<file path="config.mk">
export PLATFORM = sky130hd
export DESIGN_NAME = capture_top
export DESIGN_NICKNAME = d
export VERILOG_FILES = /design/src/hw/const_pack.sv /design/src/hw/capture_readout.sv /design/src/hw/capture_top.sv /design/src/hw/oneshot_multimemory.sv /design/src/hw/sram.sv /design/src/hw/trigger_detect.sv
export SDC_FILE = /design/constraint.sdc
export NUM_CORES = 2
export LEC_CHECK = 0
export BUFFER_PORTS_ARGS = -buffer_cell sky130_fd_sc_hd__buf_2
export CAP_MARGIN = 30
export CORE_MARGIN = 2
export CORE_UTILIZATION = 57
export CTS_CLUSTER_SIZE = 16
export DETAILED_ROUTE_END_ITERATION = 10
export GPL_ROUTABILITY_DRIVEN = 1
export MAX_ROUTING_LAYER = met4
export PLACE_DENSITY_LB_ADDON = 0.2
export SLEW_MARGIN = 15
export SYNTH_ARGS = -nofsm -noshare
export SYNTH_HDL_FRONTEND = slang
export SYNTH_SLANG_ARGS = --single-unit
</file>
<file path="constraint.sdc">
create_clock -name clk -period 7.1 [get_ports clk]
set_clock_uncertainty 0.05 [all_clocks]
set_input_delay 1.42 -clock clk [delete_from_list [all_inputs] [get_ports clk]]
set_output_delay 1.42 -clock clk [all_outputs]
set_load 0.005 [all_outputs]
</file>
<file path="src/hw/const_pack.sv">
package const_pack;

    localparam integer Nadc = 8;                        // Bits per ADC sample
    localparam integer N_mem_width = 4;                 // Samples per memory row
    localparam integer N_mem_addr = 4;                  // Row address bits inside one tile
    localparam integer N_tiles_default = 4;             // Tile count of the top level
    localparam integer N_row_bits = Nadc * N_mem_width;

    // Capture controller states
    localparam logic [1:0] st_wait = 2'd0;
    localparam logic [1:0] st_write = 2'd1;
    localparam logic [1:0] st_done = 2'd2;

    // A memory row is seen as the SRAM data word or as the ADC sample lanes
    // Lanes hold two's complement samples with lane 0 in the low byte
    typedef union packed {
        logic [N_row_bits-1:0] flat;
        logic [N_mem_width-1:0][Nadc-1:0] lanes;
    } mem_row_t;

endpackage

</file>
<file path="src/hw/capture_readout.sv">
`timescale 1ns/10ps
`default_nettype none

module capture_readout import const_pack::*; #(
    parameter integer N_mem_tiles = N_tiles_default,
    localparam integer sys_addr = N_mem_addr + $clog2(N_mem_tiles)
) (
    input wire logic clk,
    input wire logic rstb,
    input wire logic rd_strobe,
    input wire logic [sys_addr-1:0] rd_addr,
    input wire logic busy,
    output logic [sys_addr-1:0] mem_addr,
    input wire mem_row_t mem_data,
    output logic rd_valid,
    output mem_row_t rd_data
);

    logic accept;
    logic req_q;
    logic req_qq;

    // The memory is owned by the capture FSM while busy
    assign accept = rd_strobe && !busy;

    always_ff @(posedge clk) begin
        if (!rstb) begin
            req_q <= 1'b0;
            req_qq <= 1'b0;
            rd_valid <= 1'b0;
        end else begin
            req_q <= accept;                            // Address is on mem_addr
            req_qq <= req_q;                            // SRAM word is on mem_data
            rd_valid <= req_qq;
        end
    end

    always_ff @(posedge clk) begin
        if (accept) begin
            mem_addr <= rd_addr;
        end
        if (req_qq) begin
            rd_data <= mem_data;
        end
    end

    // A strobe sampled during busy must never come back as a response
    a_no_busy_reply: assert property (
        @(posedge clk) disable iff (!rstb)
        (rd_strobe && busy) |-> ##3 !rd_valid
    );

endmodule

`default_nettype wire

</file>
<file path="src/hw/capture_top.sv">
`timescale 1ns/10ps
`default_nettype none

module capture_top import const_pack::*; #(
    localparam integer sys_addr = N_mem_addr + $clog2(N_tiles_default)
) (
    input wire logic clk,
    input wire logic rstb,
    input wire mem_row_t adc_row,
    input wire logic arm,
    input wire logic signed [Nadc-1:0] threshold,
    input wire logic rd_strobe,
    input wire logic [sys_addr-1:0] rd_addr,
    output logic capture_busy,
    output logic capture_done,
    output logic rd_valid,
    output mem_row_t rd_data
);

    mem_row_t row_q;
    mem_row_t mem_data;
    logic start_write;
    logic [sys_addr-1:0] mem_addr;

    trigger_detect trigger_detect_inst (
        .clk(clk),
        .rstb(rstb),
        .adc_row(adc_row),
        .arm(arm),
        .threshold(threshold),
        .row_q(row_q),
        .start_write(start_write)
    );

    oneshot_multimemory #(
        .N_mem_tiles(N_tiles_default)
    ) oneshot_multimemory_inst (
        .clk(clk),
        .rstb(rstb),
        .in_bytes(row_q),
        .in_start_write(start_write),
        .in_addr(mem_addr),
        .out_data(mem_data),
        .busy(capture_busy),
        .done(capture_done)
    );

    capture_readout #(
        .N_mem_tiles(N_tiles_default)
    ) capture_readout_inst (
        .clk(clk),
        .rstb(rstb),
        .rd_strobe(rd_strobe),
        .rd_addr(rd_addr),
        .busy(capture_busy),
        .mem_addr(mem_addr),
        .mem_data(mem_data),
        .rd_valid(rd_valid),
        .rd_data(rd_data)
    );

endmodule

`default_nettype wire

</file>
<file path="src/hw/oneshot_multimemory.sv">
`timescale 1ns/10ps
`default_nettype none

module oneshot_multimemory import const_pack::*; #(
    parameter integer N_mem_tiles = N_tiles_default,
    localparam integer tile_bits = $clog2(N_mem_tiles),
    localparam integer sys_addr = N_mem_addr + tile_bits
) (
    input wire logic clk,
    input wire logic rstb,
    input wire mem_row_t in_bytes,
    input wire logic in_start_write,
    input wire logic [sys_addr-1:0] in_addr,
    output mem_row_t out_data,
    output logic busy,
    output logic done
);

    localparam logic [sys_addr-1:0] max_addr = '1;

    logic [1:0] ctrl_state;
    logic web;
    logic [sys_addr-1:0] write_addr;

    logic [tile_bits-1:0] tile_mux;
    logic [tile_bits-1:0] rd_tile_q;
    logic [N_mem_addr-1:0] tile_addr;
    logic tile_en;
    logic [N_mem_tiles-1:0] tile_ceb;
    logic [N_row_bits-1:0] tile_q [N_mem_tiles];

    mem_row_t din_q;

    // The write FSM sweeps the whole address space once per trigger
    always_ff @(posedge clk) begin
        if (!rstb) begin
            ctrl_state <= st_wait;
            web <= 1'b1;
            write_addr <= '0;
        end else begin
            case (ctrl_state)
                st_write: begin
                    if (write_addr == max_addr) begin
                        web <= 1'b1;
                        ctrl_state <= st_done;
                    end else begin
                        write_addr <= write_addr + 1'b1;
                    end
                end
                st_done: begin
                    if (!in_start_write) begin
                        ctrl_state <= st_wait;          // Host must drop arm before a new shot
                    end
                end
                default: begin
                    write_addr <= '0;
                    if (in_start_write) begin
                        web <= 1'b0;
                        ctrl_state <= st_write;
                    end
                end
            endcase
        end
    end

    assign busy = (ctrl_state == st_write);
    assign done = (ctrl_state == st_done);

    // The input row is staged once more so that it lines up with the
    // registered write address and WEB
    always_ff @(posedge clk) begin
        din_q <= in_bytes;
        rd_tile_q <= tile_mux;                          // Follows the one cycle SRAM read
    end

    // Write address wins while WEB is low, otherwise the host address is used
    assign tile_addr = web ? in_addr[N_mem_addr-1:0] : write_addr[N_mem_addr-1:0];
    assign tile_mux = web ? in_addr[sys_addr-1:N_mem_addr] : write_addr[sys_addr-1:N_mem_addr];

    // Tiles are only enabled while writing or once a capture is complete
    assign tile_en = !web || (ctrl_state == st_done);

    genvar gi;
    generate
        for (gi = 0; gi < N_mem_tiles; gi = gi + 1) begin : g_tile
            assign tile_ceb[gi] = !(tile_en && (tile_mux == tile_bits'(gi)));

            sram #(
                .ADR_BITS(N_mem_addr),
                .DAT_BITS(N_row_bits)
            ) sram_inst (
                .clk(clk),
                .ceb(tile_ceb[gi]),
                .web(tile_ceb[gi] | web),
                .a(tile_addr),
                .d(din_q.flat),
                .q(tile_q[gi])
            );
        end
    endgenerate

    assign out_data.flat = tile_q[rd_tile_q];

    a_one_tile: assert property (
        @(posedge clk) disable iff (!rstb)
        $onehot0(~tile_ceb)
    );

    a_web_in_write: assert property (
        @(posedge clk) disable iff (!rstb)
        !web |-> (ctrl_state == st_write)
    );

endmodule

`default_nettype wire

</file>
<file path="src/hw/sram.sv">
`timescale 1ns/10ps
`default_nettype none

module sram #(
    parameter integer ADR_BITS = 4,
    parameter integer DAT_BITS = 32
) (
    input wire logic clk,
    input wire logic ceb,
    input wire logic web,
    input wire logic [ADR_BITS-1:0] a,
    input wire logic [DAT_BITS-1:0] d,
    output logic [DAT_BITS-1:0] q
);

    logic [DAT_BITS-1:0] mem [0:(1<<ADR_BITS)-1];

    always_ff @(posedge clk) begin
        if (!ceb && !web) begin
            mem[a] <= d;
        end
        if (!ceb) begin
            q <= mem[a];                                // A read during a write returns the old word
        end
    end

endmodule

`default_nettype wire

</file>
<file path="src/hw/trigger_detect.sv">
`timescale 1ns/10ps
`default_nettype none

module trigger_detect import const_pack::*; (
    input wire logic clk,
    input wire logic rstb,
    input wire mem_row_t adc_row,
    input wire logic arm,
    input wire logic signed [Nadc-1:0] threshold,
    output mem_row_t row_q,
    output logic start_write
);

    logic hit;

    // Every row is registered, armed or not, so the capture path
    // always sees the same fixed latency from the ADC pins
    always_ff @(posedge clk) begin
        row_q <= adc_row;
    end

    always_comb begin
        hit = 1'b0;
        for (int i = 0; i < N_mem_width; i++) begin
            if ($signed(row_q.lanes[i]) > threshold) begin
                hit = 1'b1;                             // A lane equal to threshold does not fire
            end
        end
    end

    always_ff @(posedge clk) begin
        if (!rstb) begin
            start_write <= 1'b0;
        end else if (!arm) begin
            start_write <= 1'b0;                        // Dropping arm is the only way out
        end else if (hit) begin
            start_write <= 1'b1;
        end
    end

    a_start_needs_arm: assert property (
        @(posedge clk) disable iff (!rstb)
        $rose(start_write) |-> $past(arm)
    );

endmodule

`default_nettype wire

</file>
# Word level (Yosys, flattened, before mapping)
# Memory sizes are Yosys's and may differ from the RTL's. A register that Yosys moved wholly into a read port is not among the register bits.
# Index checks and enable logic that the tools add are counted.
# word_totals
ramBits	2048
reg_bits	117
mem_count	4
elab_cells	90
# classes
magnitude_cmp	5
n_bitwise	6
eq_ne	9
n_mux	26
reduce_logical	27
addsub	1
# mem_list
memory	depth	word_bits	rd	rd_clocked_by_memory_dff	write_ports	line	text
oneshot_multimemory_inst.g_tile[0].sram_inst.mem	16	32	1	1	1	sram.sv:16	logic [DAT_BITS-1:0] mem [0:(1<<ADR_BITS)-1];
oneshot_multimemory_inst.g_tile[1].sram_inst.mem	16	32	1	1	1	sram.sv:16	
oneshot_multimemory_inst.g_tile[2].sram_inst.mem	16	32	1	1	1	sram.sv:16	
oneshot_multimemory_inst.g_tile[3].sram_inst.mem	16	32	1	1	1	sram.sv:16	
# op_table
cell	count
32-bit binary-select mux with 2-bit select	1
32-bit 2-to-1 mux	2
8-bit > comparator	4
1-bit 2-to-1 mux	14
6-bit one-hot mux with 2 select lines	1
1-bit logical NOT	10
1-bit logical AND	9
2-bit 2-to-1 mux	4
6-bit by 1-bit adder with 6-bit output (second input constant)	1
2-bit equality test (second input constant)	3
6-bit equality test (second input constant)	1
6-bit 2-to-1 mux	1
2-bit inequality test (second input constant)	3
3-bit AND reduction	2
2-bit by 1-bit equality test with 1-bit output (second input constant)	2
4-bit 2-to-1 mux	1
1-bit bitwise OR	4
2-bit one-hot mux with 2 select lines	1
2-bit AND reduction	2
3-bit greater-or-equal comparator (second input constant)	1
2-bit inverter with 3-bit output	1
3-bit nonzero test	1
2-bit logical NOT	1
1-bit one-hot mux with 2 select lines	1
3 further kinds	3

# Depth between registers and ports, before layout
# logic_depth
ltp_word	9
depth_mapped	9

# By module
# Synthesis repeated with hierarchy kept, for this count alone.
# hier_totals
cells_unflattened	3715
hier_area_um2	85707.2
# modules_own_cells
mod	area_per_inst_um2	cells_per_inst	n_inst
sram	20218.1	844	4
oneshot_multimemory	2178.3	165	1
trigger_detect	1427.6	129	1
capture_readout	1228.7	45	1

# Worst setup path before layout
# Ideal clock, no wire load.
# synth_timing
path_kind	register -> register
from	register oneshot_multimemory_inst.web
to	memory oneshot_multimemory_inst.g_tile[1].sram_inst.mem[1][0] (enable)
setup_time_ns	0.421
path_stages_with_launch	10
required_ns	6.629
path_buffers	5
path_slack_ns	3.462
arrival_time_ns	3.167
path_cell_list	dfxtp_1 > buf_4 > mux2_2 > buf_4 > buf_4 > clkbuf_1 > buf_2 > nor2_1 > nand3_1 > nor2_1
# synth_between
elab_chain_cells	9
elab_cells_between_ends	12
# synth_lines
item	line	text
start: declaration	oneshot_multimemory.sv:22	logic web;
start signal: assignment	oneshot_multimemory.sv:38	web <= 1'b1;
start signal: assignment	oneshot_multimemory.sv:44	web <= 1'b1;
start signal: assignment	oneshot_multimemory.sv:58	web <= 1'b0;
2-bit 2-to-1 mux / 1-bit logical NOT (equally long branches)	oneshot_multimemory.sv:78, oneshot_multimemory.sv:81	
2-bit by 1-bit equality test with 1-bit output / 1-bit logical OR (equally long branches)	oneshot_multimemory.sv:86, oneshot_multimemory.sv:81	
1-bit logical AND	oneshot_multimemory.sv:86	assign tile_ceb[gi] = !(tile_en && (tile_mux == tile_bits'(gi)));
1-bit logical NOT	oneshot_multimemory.sv:86	
1-bit bitwise OR	oneshot_multimemory.sv:94	.web(tile_ceb[gi] | web),
1-bit logical NOT	sram.sv:19	if (!ceb && !web) begin
1-bit logical AND	sram.sv:19	
1-bit 2-to-1 mux	sram.sv:19	
1-bit 2-to-1 mux (not written as such)	sram.sv:20	mem[a] <= d;
end: declaration	sram.sv:16	
# Several ways; a longest one is shown, not always the timed one.

# Worst setup path in the final report
# layout_timing
from	register oneshot_multimemory_inst.web
to	register oneshot_multimemory_inst.g_tile[1].sram_inst.q[1] (read register of oneshot_multimemory_inst.g_tile[1].sram_inst.mem) (data pin)
# layout_between
elab_chain_cells	3
elab_cells_between_ends	6
# layout_lines
item	line	text
2-bit 2-to-1 mux / 1-bit logical NOT (equally long branches)	oneshot_multimemory.sv:78, oneshot_multimemory.sv:81	
2-bit by 1-bit equality test with 1-bit output / 1-bit logical OR (equally long branches)	oneshot_multimemory.sv:86, oneshot_multimemory.sv:81	
1-bit logical AND	oneshot_multimemory.sv:86	
end: declaration	sram.sv:13	output logic [DAT_BITS-1:0] q
# Several ways; a longest one is shown, not always the timed one.
# A chain may end at the register's enable or synchronous reset.

==> results by group <==
Timing
  – Final hold viol count: 0
  – Final WS setup: 2.88 ns
  – TNS Setup: 0 ns
  – RSZ-0062 raised after global routing: false
  – Final setup fails: 0
  – Actual slew at the worst max-slew pin: 0.991 ns
  – Highest Clock Rate: 237 MHz
  – Fin crit period: 4.22 ns
  – Final Max Slew Viols: 0
  – Period utilization: 59.5%
  – Relative slew slack: 33.9%

Synthesis
  – Yosys reg bits: 2293
  – Synth Instances: 3956
  – Sequential fraction of the synthesis area: 78.5%
  – Yosys warnings: 0
  – Synth top area cells: edfxtp_1 (77%), mux4_2 (14%), dfxtp_1 (1.8%)
  – Netlist cell types: 41
  – Mapped Nets: 4041
  – Area leader, netlist: edfxtp_1
  – Syn avg cell area: 21.9 sq um
  – Synth top area share: 76.7%
  – Mapped Area: 0.0867 sq mm

Drt
  – Via count: 42000
  – Post-route DRC: 0
  – Routed wire per std cell: 33.2 um
  – Post-route ant nets: 0
  – Detailed Routing Iterations Pass 1: 7
  – Drt first-iter violations: 5694
  – Via/cell ratio: 6.56
  – Drt total wl: 212 mm

Pwr
  – PwrDens: 297 mW/mm^2
  – Sequential power share: 52.1%
  – P_leak: 30.4 nW
  – Psw: 6.45 mW
  – Worst VDD drop: 266 uV
  – Total Power: 29.0 mW
  – Gate power share: 8.9%
  – P_int: 22.5 mW
  – Sw Ratio: 22.3%
  – Clk pwr share: 38.9%

Floorplanning
  – Core Area: 0.152 sq mm
  – Die Y: 394 um
  – Ports: 85
  – Die Span X: 394 um
  – Die footprint: 0.155 sq mm
  – Cell row count: 143
  – Initial Util: 57.2%

GRT
  – GRT Total Usage: 28.5%
  – First-pass GRT wire length: 303 mm
  – Largest net degree at the start of global routing: 127
  – Total global routing overflow: 0
  – Vias in the first global route: 41800
  – Initial antenna violation count: 16

Final layout
  – Fin area: 0.0975 sq mm
  – Commonest non-fill, non-tap cells in the layout: edfxtp_1 (2214), mux4_2 (544), nand2_1 (278), clkbuf_16 (225), a31oi_1 (133)
  – Ratio of cells with drive above 1 in the final layout: 27.8%
  – Util after Layout: 64.3%
  – Commonest non-fill, non-tap cell in the layout: edfxtp_1
  – Layout Nets: 4259
  – P&R area growth vs syn: 12.4%

Setup path
  – Critical path, cell by cell: mux2i_4, buf_4, buf_4, a211oi_1, a31oi_1
  – CP required: 7.72 ns
  – CP max-delay cell: dfxtp_1
  – Startpoint types: register
  – Cell mode on critical path: buf_4
  – Buffers & Inverters on Critical Path: 2
  – CP max FO: 70
  – Max incr delay on CP: 0.90 ns
  – Critical path class: reg -> reg
  – Critical Path Sink Type: register
  – WP data arrival: 4.84 ns
  – CP delay by family, top: buffers and inverters

Placement
  – Area after DPL: 0.0905 sq mm
  – I/O Buffers: 84
  – Pre-CTS setup slack: 2.95 ns
  – RePlAce Congestion: 0.839
  – Dpl hpwl: 112 mm

Worst hold path
  – HP Class: reg -> reg

CTS
  – Clock slew at reported path FFs: 0.06 ns
  – Post-CTS Setup Repair Bufs: 0
  – CTS tree: done
  – Number of gates resized after cts: 0
  – TritonCTS Buffers: 219
  – CTS Hold Bufs: 0
  – CTS Buffer Depth: 3
  – H-tree Lvls: 4
  – Clock Sinks: 2293
  – Root Driver: clkbuf_16
  – Clk_lat worst skew: 0.85 ns

Outcome
  – Outcome: finished, final reports clean

Run
  – MaxCap Viol Count: 0
[sequential cells by signal, indices dropped and copies added (netlist names), 2 cells and up]
register	cells
capture_readout_inst.rd_data	32
capture_readout_inst.mem_addr	6
trigger_detect_inst.row_q	32
oneshot_multimemory_inst.write_addr	6
oneshot_multimemory_inst.g_tile.sram_inst.mem	2048
oneshot_multimemory_inst.g_tile.sram_inst.q	128
oneshot_multimemory_inst.rd_tile_q	2
oneshot_multimemory_inst.ctrl_state	2
oneshot_multimemory_inst.din_q	32
[cell families (layout without fill, tap and decap cells)]
logic type | after synthesis | after routing | synth area share [%]
flip-flops | 2293 | 2293 | 78.5
AND/OR/NAND/NOR | 525 | 525 | 2.73
other | 0 | 16 | 0
AO/OA/AOI/OAI | 305 | 305 | 2.68
buffers and inverters | 240 | 637 | 1.31
adder cells (fa/ha/maj) | 35 | 35 | 0.505
multiplexers | 554 | 554 | 14.3
XOR/XNOR | 4 | 4 | 0.0404
[stage by stage]
| stage | std cells | hold WS (ns) |
|---|---|---|
| 2_1_floorplan | 3956 | 0.281 |
| 4_1_cts | 6381 | 0.297 |
| 3_3_place_gp | 5975 | 0.289 |
| 6_report | 6399 | 0.291 |
| 3_5_place_dp | 5981 | 0.287 |
| 5_1_grt | 6387 | 0.307 |
[cells in the mapped netlist (all sizes together)]
master	count
and2	132
nor2	86
a2111oi	1
o32ai	2
mux2	4
a21o	6
dfxtp	79
and4	1
a31oi	133
a221oi	2
clkbuf	103
nand4	8
nand3	8
a41oi	2
o211ai	2
edfxtp	2214
a22o	1
mux4	544
or3	1
a311o	1
o31ai	1
o21ai	6
nand2	278
and3	2
ha	35
o2111a	1
xor2	4
a211oi	132
mux2i	6
nor2b	6
a22oi	2
nor4	1
inv	22
buf	115
nand2b	2
a21oi	13
[power groups by stage]
stage	combinational, mW	sequential, mW	clock, mW
4_1_cts	2.61	15.1	11.4
3_3_place_gp	2.56	15.4	0
6_report	2.59	15.1	11.3
5_1_grt	2.78	15.1	11.9
3_5_place_dp	2.60	15.4	0
2_1_floorplan	1.82	15.4	0
[path summary, 6_finish.rpt]
check	start	to	slack (ns)	depth (start not counted)
setup / recovery	oneshot_multimemory_inst.web$_SDFFE_PN1P_	oneshot_multimemory_inst.g_tile[1].sram_inst.q[1]$_DFFE_PP_	2.88	5
hold / removal	trigger_detect_inst.row_q[16]$_DFF_P_	oneshot_multimemory_inst.din_q[16]$_DFF_P_	0.29	0
setup reg to reg	oneshot_multimemory_inst.web$_SDFFE_PN1P_	oneshot_multimemory_inst.g_tile[1].sram_inst.q[1]$_DFFE_PP_	2.88	5
hold reg to reg	trigger_detect_inst.row_q[16]$_DFF_P_	oneshot_multimemory_inst.din_q[16]$_DFF_P_	0.29	0
[cell type report]
type	count	area (sq um)
clock inverters	108	976
diodes	16	40.0
repair buffers	215	1670
flip-flops and latches	2293	68100
multi-input cells	1423	18100
inverters	22	82.6
fillers	9870	54100
well taps	2030	2540
clock buffers	292	5970
[routing by layer]
layer	up-vias	global-route usage (%)	part of all wire, %
met5	-	-	0
met2	2293	42.9	48
met1	22500	40.6	39
li1	16900	-	-
met3	299	5.40	9.9
met4	0	8.38	2.9
Power figures use the tool's default switching activity.
